<file path="src/include/eth_stat_config.svh">
// Statistics path build constants, included by the RTL and the testbench
`ifndef ETH_STAT_CONFIG_SVH
`define ETH_STAT_CONFIG_SVH

// Lanes sharing the statistics output stream
`define ETH_STAT_LANES 4

// Event counters in each lane
`define ETH_STAT_CNT_PER_LANE 8

// Counter and record value width
`define ETH_STAT_VAL_W 16

// Width of one per-cycle increment input
`define ETH_STAT_INC_W 2

// Cycles between update ticks
`define ETH_STAT_UPDATE_PERIOD 256

// ID of lane 0 counter 0
`define ETH_STAT_ID_BASE 0

`endif

</file>
<file path="src/source/eth_stat_pkg.sv">
// Shared types of the statistics path, imported by every RTL block and the testbench

`include "eth_stat_config.svh"

package eth_stat_pkg;

    // Global counter ID carried with each record
    typedef logic [7:0] stat_id_t;

    // Counter contents and record value
    typedef logic [`ETH_STAT_VAL_W-1:0] stat_val_t;

    // One increment input, sampled every cycle
    typedef logic [`ETH_STAT_INC_W-1:0] stat_inc_t;

    // Lane index
    typedef logic [1:0] lane_sel_t;

endpackage

</file>
<file path="src/source/eth_stat_lane.sv">
// Per-lane counter bank; instanced once per lane, emits non-zero counters on each update tick

`resetall
`timescale 1ns/1ps
`default_nettype none

`include "eth_stat_config.svh"

module eth_stat_lane #(
    parameter eth_stat_pkg::lane_sel_t LANE = '0
) (
    input  wire logic                    stat_clk,
    input  wire logic                    arst_n,

    // Event increments, one per counter
    input  wire eth_stat_pkg::stat_inc_t stat_inc [`ETH_STAT_CNT_PER_LANE],

    // Record stream towards the arbiter
    output logic                         rec_valid,
    input  wire logic                    rec_ready,
    output eth_stat_pkg::stat_id_t       rec_id,
    output eth_stat_pkg::stat_val_t      rec_value
);

    import eth_stat_pkg::*;

    localparam int CNT    = `ETH_STAT_CNT_PER_LANE;
    localparam int IDX_W  = $clog2(CNT);
    localparam int PERIOD = `ETH_STAT_UPDATE_PERIOD;
    localparam int PER_W  = $clog2(PERIOD);

    // First ID owned by this lane
    localparam stat_id_t LANE_ID_BASE = stat_id_t'(`ETH_STAT_ID_BASE + LANE * CNT);

    stat_val_t        cnt_q [CNT];
    logic [PER_W-1:0] period_cnt;
    logic             tick;
    logic             scanning;
    logic             pending;
    logic [IDX_W-1:0] scan_idx;
    logic             scan_last;
    logic             capture;
    logic             advance;

    // Update tick generator
    always_ff @(posedge stat_clk or negedge arst_n) begin
        if (!arst_n) begin
            period_cnt <= '0;
        end else if (tick) begin
            period_cnt <= '0;
        end else begin
            period_cnt <= period_cnt + 1'b1;
        end
    end

    assign tick = period_cnt == PER_W'(PERIOD - 1);

    assign scan_last = scan_idx == IDX_W'(CNT - 1);

    // Non-zero counter moves into the record register
    assign capture = scanning && !rec_valid && (cnt_q[scan_idx] != '0);

    // Zero counters are skipped in one cycle, others move on once accepted
    assign advance = (scanning && !rec_valid && (cnt_q[scan_idx] == '0)) ||
                     (rec_valid && rec_ready);

    // Counters keep that cycle's increment when captured
    always_ff @(posedge stat_clk or negedge arst_n) begin
        if (!arst_n) begin
            for (int i = 0; i < CNT; i++) begin
                cnt_q[i] <= '0;
            end
        end else begin
            for (int i = 0; i < CNT; i++) begin
                if (capture && scan_idx == IDX_W'(i)) begin
                    cnt_q[i] <= stat_val_t'(stat_inc[i]);
                end else begin
                    cnt_q[i] <= cnt_q[i] + stat_val_t'(stat_inc[i]);
                end
            end
        end
    end

    // Scan sequencing and record handshake
    always_ff @(posedge stat_clk or negedge arst_n) begin
        if (!arst_n) begin
            scanning  <= 1'b0;
            pending   <= 1'b0;
            scan_idx  <= '0;
            rec_valid <= 1'b0;
        end else begin
            if (capture) begin
                rec_valid <= 1'b1;
            end else if (rec_valid && rec_ready) begin
                rec_valid <= 1'b0;
            end

            if (!scanning) begin
                if (tick) begin
                    scanning <= 1'b1;
                    scan_idx <= '0;
                end
            end else if (advance && scan_last) begin
                // Tick seen during the scan restarts it right away
                scanning <= pending || tick;
                pending  <= 1'b0;
                scan_idx <= '0;
            end else begin
                if (advance) begin
                    scan_idx <= scan_idx + 1'b1;
                end
                if (tick) begin
                    pending <= 1'b1;
                end
            end
        end
    end

    always_ff @(posedge stat_clk) begin
        if (capture) begin
            rec_value <= cnt_q[scan_idx];
        end
    end

    // Index is held while the record waits
    assign rec_id = LANE_ID_BASE + stat_id_t'(scan_idx);

endmodule

`resetall

</file>
<file path="src/source/eth_stat_arb_mux.sv">
// Round-robin merge of the lane record streams into one registered statistics stream

`resetall
`timescale 1ns/1ps
`default_nettype none

`include "eth_stat_config.svh"

module eth_stat_arb_mux (
    input  wire logic                    stat_clk,
    input  wire logic                    arst_n,

    // Lane record streams
    input  wire logic [`ETH_STAT_LANES-1:0] in_valid,
    output logic [`ETH_STAT_LANES-1:0]      in_ready,
    input  wire eth_stat_pkg::stat_id_t  in_id [`ETH_STAT_LANES],
    input  wire eth_stat_pkg::stat_val_t in_value [`ETH_STAT_LANES],

    // Merged output stream
    output logic                         m_stat_valid,
    input  wire logic                    m_stat_ready,
    output eth_stat_pkg::stat_id_t       m_stat_id,
    output eth_stat_pkg::stat_val_t      m_stat_value
);

    import eth_stat_pkg::*;

    localparam int LANES = `ETH_STAT_LANES;

    lane_sel_t last_grant;
    lane_sel_t grant_idx;
    logic      grant_valid;
    logic      load_ok;

    // Output register free now or after this cycle's transfer
    assign load_ok = !m_stat_valid || m_stat_ready;

    // Nearest requester after the last grant wins
    always_comb begin
        lane_sel_t cand;

        grant_valid = 1'b0;
        grant_idx   = last_grant;
        for (int k = LANES; k >= 1; k--) begin
            cand = last_grant + lane_sel_t'(k);
            if (in_valid[cand]) begin
                grant_valid = 1'b1;
                grant_idx   = cand;
            end
        end
    end

    always_comb begin
        in_ready = '0;
        if (load_ok && grant_valid) begin
            in_ready[grant_idx] = 1'b1;
        end
    end

    always_ff @(posedge stat_clk or negedge arst_n) begin
        if (!arst_n) begin
            m_stat_valid <= 1'b0;
            last_grant   <= lane_sel_t'(LANES - 1);
        end else if (load_ok) begin
            m_stat_valid <= grant_valid;
            if (grant_valid) begin
                last_grant <= grant_idx;
            end
        end
    end

    // Record payload, held under back-pressure
    always_ff @(posedge stat_clk) begin
        if (load_ok && grant_valid) begin
            m_stat_id    <= in_id[grant_idx];
            m_stat_value <= in_value[grant_idx];
        end
    end

endmodule

`resetall

</file>
<file path="src/source/eth_stat_quad.sv">
// Top of the four-lane statistics path; lane counter banks merged onto one record stream

`resetall
`timescale 1ns/1ps
`default_nettype none

`include "eth_stat_config.svh"

module eth_stat_quad (
    input  wire logic                    stat_clk,
    input  wire logic                    arst_n,

    // Event increments per lane and counter
    input  wire eth_stat_pkg::stat_inc_t stat_inc [`ETH_STAT_LANES][`ETH_STAT_CNT_PER_LANE],

    // Statistics record stream
    output logic                         m_stat_valid,
    input  wire logic                    m_stat_ready,
    output eth_stat_pkg::stat_id_t       m_stat_id,
    output eth_stat_pkg::stat_val_t      m_stat_value
);

    import eth_stat_pkg::*;

    localparam int LANES = `ETH_STAT_LANES;

    wire logic [LANES-1:0] lane_valid;
    wire logic [LANES-1:0] lane_ready;
    wire stat_id_t         lane_id [LANES];
    wire stat_val_t        lane_value [LANES];

    for (genvar n = 0; n < LANES; n++) begin : g_lane
        eth_stat_lane #(
            .LANE(lane_sel_t'(n))
        ) i_eth_stat_lane (
            .stat_clk  (stat_clk),
            .arst_n    (arst_n),
            .stat_inc  (stat_inc[n]),
            .rec_valid (lane_valid[n]),
            .rec_ready (lane_ready[n]),
            .rec_id    (lane_id[n]),
            .rec_value (lane_value[n])
        );
    end

    eth_stat_arb_mux i_eth_stat_arb_mux (
        .stat_clk     (stat_clk),
        .arst_n       (arst_n),
        .in_valid     (lane_valid),
        .in_ready     (lane_ready),
        .in_id        (lane_id),
        .in_value     (lane_value),
        .m_stat_valid (m_stat_valid),
        .m_stat_ready (m_stat_ready),
        .m_stat_id    (m_stat_id),
        .m_stat_value (m_stat_value)
    );

endmodule

`resetall

</file>
<file path="config.mk">
export PLATFORM = sky130hd
export DESIGN_NAME = eth_stat_quad
export DESIGN_NICKNAME = d
export VERILOG_FILES = /design/src/source/eth_stat_pkg.sv /design/src/source/eth_stat_lane.sv /design/src/source/eth_stat_arb_mux.sv /design/src/source/eth_stat_quad.sv
export VERILOG_INCLUDE_DIRS = /design/src /design/src/include
export SDC_FILE = /design/constraint.sdc
export NUM_CORES = 1
export LEC_CHECK = 0
export ABC_AREA = 1
export CAP_MARGIN = 0
export CORE_ASPECT_RATIO = 0.5
export CORE_MARGIN = 1.5
export CORE_UTILIZATION = 35
export CTS_BUF_LIST = sky130_fd_sc_hd__clkbuf_4
export DETAILED_ROUTE_END_ITERATION = 16
export DONT_BUFFER_PORTS = 1
export SLEW_MARGIN = 20
export SYNTH_ARGS = -nofsm -noshare
export SYNTH_HDL_FRONTEND = slang
export SYNTH_SLANG_ARGS = --single-unit
export TNS_END_PERCENT = 100
</file>
<file path="constraint.sdc">
create_clock -name stat_clk -period 7.1 [get_ports stat_clk]
set_input_delay 0.71 -clock stat_clk [delete_from_list [all_inputs] [get_ports stat_clk]]
set_output_delay 0.71 -clock stat_clk [all_outputs]
set_load 0.005 [all_outputs]
</file>
=== After elaboration in Yosys (flattened, before gate mapping) ===
Index checks and enable logic that the tools add are counted.

* Register bits after elaboration: 659
* Bits in latches: 0
* Memory bits (writable): 0
* Memory bits (read-only): 0
* Input port bits: 67
* Output and inout bits: 25
* Memories: 0

* $add $sub $neg: 46
* Multiply operators: 0
* Divide/modulo/power cells: 0
* Magnitude comparators: 11
* Equal/unequal tests: 36
* Shift operators: 0
* Mux-type cells: 116
* Bitwise gates (word level): 5
* Reduce and logical (&&, ||, !) cells: 101

{| class="wikitable"
|+ Operators by type and width
! kind !! number
|-
| 16-bit 2-to-1 mux || 42
|-
| 16-bit by 2-bit adder with 16-bit output || 32
|-
| 16-bit binary-select mux with 3-bit select || 4
|-
| 16-bit zero test || 4
|-
| 16-bit nonzero test || 4
|-
| 1-bit logical AND || 54
|-
| 3-bit equality test (second input constant) || 16
|-
| 3-bit 2-to-1 mux || 16
|-
| 8-bit 2-to-1 mux || 6
|-
| 1-bit 2-to-1 mux || 37
|-
| 8-bit by 1-bit adder with 8-bit output (second input constant) || 4
|-
| 16-bit binary-select mux with 2-bit select || 1
|-
| 8-bit equality test (second input constant) || 4
|-
| 3-bit by 2-bit equality test with 1-bit output (second input constant) || 8
|-
| 2-bit nonzero test || 12
|-
| 2-bit AND reduction || 9
|-
| 8-bit binary-select mux with 2-bit select || 1
|-
| 4-bit greater-or-equal comparator (second input constant) || 4
|-
| 3-bit NOT with 4-bit output || 4
|-
| 2-bit by 3-bit less-than comparator with 1-bit output (second input constant) || 5
|-
| 3-bit by 1-bit adder with 3-bit output (second input constant) || 4
|-
| 5-bit by 3-bit adder with 6-bit output (first input constant) || 2
|-
| 3-bit by 1-bit equality test with 1-bit output (second input constant) || 4
|-
| 3-bit zero test || 4
|-
| other kinds (13) || 34
|}

=== Longest topological paths before layout ===
* Depth in word-level cells: 16
* Gate-level depth with buffers: 19

=== Modules after synthesis ===
A second synthesis with hierarchy kept.

* Cell total of the unflattened synthesis: 5,623
* Area, all modules: 41,791.3 µm²

{| class="wikitable"
|+ Modules (own cells, without submodules)
! module !! times used !! cells an instance !! area each (µm²) !! seq. area each (µm²)
|-
| eth_stat_lane at g_lane[2].i_eth_stat_lane ... || 2 || 1,320 || 9,883.2 || 4,033.9
|-
| eth_stat_lane at g_lane[0].i_eth_stat_lane || 1 || 1,319 || 9,879.5 || 4,033.9
|-
| eth_stat_lane at g_lane[1].i_eth_stat_lane || 1 || 1,317 || 9,814.4 || 4,033.9
|-
| eth_stat_arb_mux || 1 || 347 || 2,331.0 || 798.3
|}

=== Worst setup path after synthesis ===
No wires, ideal clock.

* Kind: reg-to-reg
* From: register i_eth_stat_arb_mux.last_grant[0]
* To: register g_lane[0].i_eth_stat_lane.scan_idx[1]
* Data arrival time: 2,894 ps
* Required time: 6,982 ps
* Slack: 4,088 ps
* Cell stages (with the launch flop): 14
* Cell sequence: dfstp_2 -> buf_2 -> xor2_1 -> nand2_1 -> nand2_1 -> nor3_1 -> nor2_1 -> inv_1 -> nor2_1 -> nand2_1 -> nand2_1 -> nand2_1 -> nand3_1 -> nand2_1

* Longest elaborated chain between the ends: 16
* Elaborated cells between the ends (all ways): 32
* Classes of those cells: 3 x add/sub; 2 x order compare; 1 x eq/ne; 20 x mux; 6 x reduce/logical

{| class="wikitable"
|+ RTL lines
! element !! line !! RTL
|-
| from (decl) || eth_stat_arb_mux.sv:30 || <nowiki>lane_sel_t last_grant;</nowiki>
|-
| from (signal assigned) || eth_stat_arb_mux.sv:63 || <nowiki>last_grant <= lane_sel_t'(LANES - 1);</nowiki>
|-
| from (signal assigned) || eth_stat_arb_mux.sv:67 || <nowiki>last_grant <= grant_idx;</nowiki>
|-
| 2-bit adder || eth_stat_arb_mux.sv:45 || <nowiki>cand = last_grant + lane_sel_t'(k);</nowiki>
|-
| 1-bit binary-select mux with 2-bit select || eth_stat_arb_mux.sv:46 || <nowiki>if (in_valid[cand]) begin</nowiki>
|-
| 1-bit 2-to-1 mux (implied by the code) || eth_stat_arb_mux.sv:46 ||
|-
| 2-bit 2-to-1 mux (3 in series) || eth_stat_arb_mux.sv:46 ||
|-
| 2-bit by 3-bit less-than comparator with 1-bit output (implied by the code) or 2-bit by 1-bit greater-or-equal comparator with 1-bit output (tied branches) || eth_stat_arb_mux.sv:56 || <nowiki>in_ready[grant_idx] = 1'b1;</nowiki>
|-
| 1-bit logical AND (implied by the code) || eth_stat_arb_mux.sv:56 ||
|-
| 1-bit 2-to-1 mux (implied by the code) || eth_stat_arb_mux.sv:56 ||
|-
| 1-bit demux with 2-bit select || - ||
|-
| 4-bit 2-to-1 mux (*) || eth_stat_arb_mux.sv:55 || <nowiki>if (load_ok && grant_valid) begin</nowiki>
|-
| 1-bit logical AND (*) || eth_stat_lane.sv:65 || <nowiki>(rec_valid && rec_ready);</nowiki>
|-
| 1-bit logical OR (*) || eth_stat_lane.sv:64 || <nowiki>assign advance = (scanning && !rec_valid && (cnt_q[scan_idx] == '0)) ||</nowiki>
|-
| 1-bit logical AND || eth_stat_lane.sv:103 || <nowiki>end else if (advance && scan_last) begin</nowiki>
|-
| 3-bit != test (no source line) or 3-bit 2-to-1 mux (tied branches) || - ||
|-
| 2-bit AND reduction (no source line) or 3-bit 2-to-1 mux (tied branches) || - ||
|-
| to (signal assigned) || eth_stat_lane.sv:110 || <nowiki>scan_idx <= scan_idx + 1'b1;</nowiki>
|-
| to (decl) || eth_stat_lane.sv:40 || <nowiki>logic [IDX_W-1:0] scan_idx;</nowiki>
|}

Every way passes the cells marked *; elsewhere a longest branch is shown, timed or not. The select of a mux whose other input is x is not followed.
A chain may end at the register's enable or synchronous reset.

=== Worst setup path in the final report ===
* From: register g_lane[3].i_eth_stat_lane.scan_idx[0]
* To: register g_lane[3].i_eth_stat_lane.cnt_q[65] (netlist bit)

* Longest elaborated chain between the ends: 8
* Elaborated cells between the ends (all ways): 9
* Classes of those cells: 1 x eq/ne; 4 x mux; 1 x bitwise; 3 x reduce/logical

{| class="wikitable"
|+ RTL lines
! element !! line !! RTL
|-
| from (decl) || eth_stat_lane.sv:40 ||
|-
| from (signal assigned) || eth_stat_lane.sv:110 ||
|-
| 3-bit NOT with 4-bit output (implied by the code) || eth_stat_lane.sv:61 || <nowiki>assign capture = scanning && !rec_valid && (cnt_q[scan_idx] != '0);</nowiki>
|-
| 16-bit binary-select mux with 3-bit select || eth_stat_lane.sv:61 ||
|-
| 16-bit 2-to-1 mux (implied by the code) (2 in series) || eth_stat_lane.sv:61 ||
|-
| 16-bit nonzero test || eth_stat_lane.sv:61 ||
|-
| 1-bit logical AND || eth_stat_lane.sv:61 ||
|-
| named net g_lane[3].i_eth_stat_lane.capture || eth_stat_lane.sv:42 || <nowiki>logic capture;</nowiki>
|-
| 1-bit logical AND || eth_stat_lane.sv:75 || <nowiki>if (capture && scan_idx == IDX_W'(i)) begin</nowiki>
|-
| 16-bit 2-to-1 mux || eth_stat_lane.sv:75 ||
|-
| to (signal, indexed assignment) || eth_stat_lane.sv:76 || <nowiki>cnt_q[i] <= stat_val_t'(stat_inc[i]);</nowiki>
|-
| to (signal, indexed assignment) || eth_stat_lane.sv:78 || <nowiki>cnt_q[i] <= cnt_q[i] + stat_val_t'(stat_inc[i]);</nowiki>
|-
| to (decl) || eth_stat_lane.sv:35 || <nowiki>stat_val_t cnt_q [CNT];</nowiki>
|}

The timed path passes the listed nets, and every way through them passes these cells. The select of a mux whose other input is x is not followed.

==> flow_metrics.tcl <==
set metrics [dict create \
    status "complete, but fails checks" \
    violations "hold timing, slew limit" \
    postCtsSetupBuffers 0 \
    start_kind "flip-flop" \
    ctsLongestPathBuffers 3 \
    grt_pass1_vias 32400 \
    yosys_warnings 0 \
    cts_tree "yes" \
    die_y_um 239 \
    antenna_found_initial 2 \
    multi_input_area_um2 16800 \
    synth.most_common_cell "inv_1" \
    synthTopCellsByCount "inv_1, nand2_1, nand3_1, dfrtp_1, nor2_1" \
    path_class "flip-flop to flip-flop" \
    cp.required_ps 8080 \
    async_reset_ff_share_pct 87.0 \
    die_w_um 476 \
    fin_nets 5540 \
    finalSetupViolCount 0 \
    final_cells 6986 \
    core_area_um2 110000 \
    wl_per_cell_um 14.5 \
    synth.yosys.seq_area_share_pct 43.1 \
    synth.distinct_cells 41 \
    grt_max_degree 572 \
    cts-root-buf "clkbuf_4" \
    finalCoreUtilization_pct 39.0 \
    insertion_delay_ps 1110 \
    track_usage_pct 18.0 \
    path_max_fanout 70 \
    maxSlewViolCount 366 \
    relSlewSlack_pct -71.2 \
    wirelength_um 101000 \
    synth_flop_cell "dfrtp_1" \
    viasPerCell 4.78 \
    initial_core_util_pct 35.4 \
    worstHoldPathType "input port to async pin" \
    gr-total-overflow 0 \
    seq_area_um2 16900 \
    grt_pass1_wl_um 166000 \
    leakagePower_nw 23.3 \
    fin_crit_sh_pct 64.6 \
    avgSynthCellArea_um2 7.45 \
    area_growth_pct 10.1 \
    numPortBuffers 0 \
    fmax_mhz 218 \
    first_iter_violations 2699 \
    drive_gt1_share_pct 9.06 \
    cts.sinks 656 \
    antenna_left 0 \
    yosysTopAreaCell "dfrtp_1" \
    route.detailed.drc 0 \
    path_clk_slew_ps 70 \
    ys_ff_latch 656 \
    crit_path_end_kind "flip-flop" \
    cp.arrival_ps 5570 \
    hold_ws_ps -666 \
    ir_drop_v 0.000233 \
    dieArea_um2 114000 \
    htree_num_levels 4 \
    io_pins 92 \
    dr_total_vias 33400 \
    final.setup.tns_ps 0 \
    worst_pin_slew_ps 2570 \
    dp.cells 6604 \
    synth_area_leaders "dfrtp_1, inv_1, nand2_1" \
    period_minus_slack_ps 4590 \
    synth_edf_count 85 \
    post_cts_resized 0 \
    grt_setup_unrepaired "no" \
    netlist_instances 5247 \
    synth_top_area_share_pct 36.4 \
    powerDensity_nw_per_um2 387 \
    synth_area_um2 39100 \
    place_hpwl_um 70700 \
    fin_skew_ps 47.2 \
    hold_violations 569 \
    dr.pass1.iters 6 \
    cts_hold_buffers 65 \
    n_fill_cell 11300 \
    cts_made_buffers 174 \
    core.rowCount 86 \
    cap_violations 0 \
    routabilityCongestion 0.902 \
]
==> metal layers <==
layer | GRT usage (%) | share of wire, % | up-vias
met2 | 28.7 | 46 | 805
met3 | 3.76 | 5.8 | 167
met4 | 5.66 | 2.0 | 0
met5 | 0 | 0 | -
li1 | - | - | 16700
met1 | 24.4 | 46 | 15700
==> worst paths after layout <==
check | from | end | slack [ps] | cells after the start
worst max register to register | g_lane[3].i_eth_stat_lane.scan_idx[0] | g_lane[3].i_eth_stat_lane.cnt_q[65] | 2510 | 14
min in group stat_clk | stat_inc[5] | g_lane[3].i_eth_stat_lane.cnt_q[35] | 100 | 5
worst min-delay path | arst_n | g_lane[0].i_eth_stat_lane.cnt_q[81] | -670 | 0
worst max-delay path | g_lane[3].i_eth_stat_lane.scan_idx[0] | g_lane[3].i_eth_stat_lane.cnt_q[65] | 2510 | 14
max in group asynchronous | arst_n | g_lane[3].i_eth_stat_lane.scan_idx[0] | 5540 | 0
worst min register to register | g_lane[1].i_eth_stat_lane.period_cnt[0] | g_lane[1].i_eth_stat_lane.period_cnt[0] | 460 | 1
==> state kept, by name, summed over array words and instances, names as in the netlist <==
signal	cells
g_lane.i_eth_stat_lane.cnt_q	512
g_lane.i_eth_stat_lane.pending	4
g_lane.i_eth_stat_lane.period_cnt	32
g_lane.i_eth_stat_lane.rec_valid	4
g_lane.i_eth_stat_lane.rec_value	64
g_lane.i_eth_stat_lane.scan_idx	12
g_lane.i_eth_stat_lane.scanning	4
i_eth_stat_arb_mux.last_grant	2
i_eth_stat_arb_mux.m_stat_id	5
i_eth_stat_arb_mux.m_stat_valid	1
i_eth_stat_arb_mux.m_stat_value	16
==> stage by stage <==
stage	worst slack [ps]	power, W	cell area, µm²	hold slack (ps)
4_1_cts	2940	0.0167	43000	-775
3_3_place_gp	2710	0.0130	40100	439
2_1_floorplan	4090	0.0111	39100	414
5_1_grt	2200	0.0181	43000	-777
6_report	2510	0.0166	43000	-666
3_5_place_dp	2970	0.0131	40100	433
==> final cells by class <==
class | instances | area share [%]
sequential | 656 | 39.2
multi-input combinational | 3233 | 39.0
clock inverter | 36 | 0.393
inverter | 1209 | 10.6
timing repair buffer | 75 | 1.69
clock buffer | 275 | 4.80
tap | 1496 | 4.35
antenna | 6 | 0.0349
==> critical path: stages, from the launching register on <==
cell      delay [ps]
dfrtp_4          930
clkinv_2         990
nand2_1          380
nand3_1          120
nand3_1          180
nand2_1          130
nand2_1           90
nor2_1            60
nand4_1          100
nand2_2          140
inv_1            570
nand2_2          360
inv_1            200
nand2_1           80
o21ai_0           90
==> power breakdown <==
part | switching, W | internal, W | leakage, nW | total, W
sequential | 0.00107 | 0.00510 | 8.16 | 0.00617
clock | 0.00167 | 0.00178 | 1.36 | 0.00346
combinational | 0.00474 | 0.00227 | 13.8 | 0.00701
total | 0.00748 | 0.00915 | 23.3 | 0.0166
==> placed cells by master, fill, tap and decap left out, types with 65 or more instances in the layout <==
cell | synthesis | routed
edfxtp_1 | 85 | 85
dfrtp_1 | 569 | 563
ha_1 | 92 | 92
dlygate4sd3_1 | 0 | 65
o21ai_0 | 325 | 325
nand3_1 | 676 | 676
nand2_1 | 1100 | 1100
nand4_1 | 76 | 76
nor2_1 | 385 | 384
o211ai_1 | 85 | 85
a21oi_1 | 88 | 88
inv_1 | 1156 | 1155
xor2_1 | 79 | 79
clkbuf_4 | 0 | 275
==> logic make-up (layout without fill, tap and decap cells) <==
kind of cell / after synthesis / in the layout / synth area share [%]
AO/OA/AOI/OAI: 551 / 551 / 7.93
XOR/XNOR: 116 / 116 / 2.60
adder cells (fa/ha/maj): 124 / 124 / 4.58
buffers and inverters: 1360 / 1595 / 14.0
flip-flops: 656 / 656 / 43.1
other: 1 / 9 / 0.00959
AND/OR/NAND/NOR: 2439 / 2439 / 27.8
No activity file was read; power rests on OpenSTA's default activity.
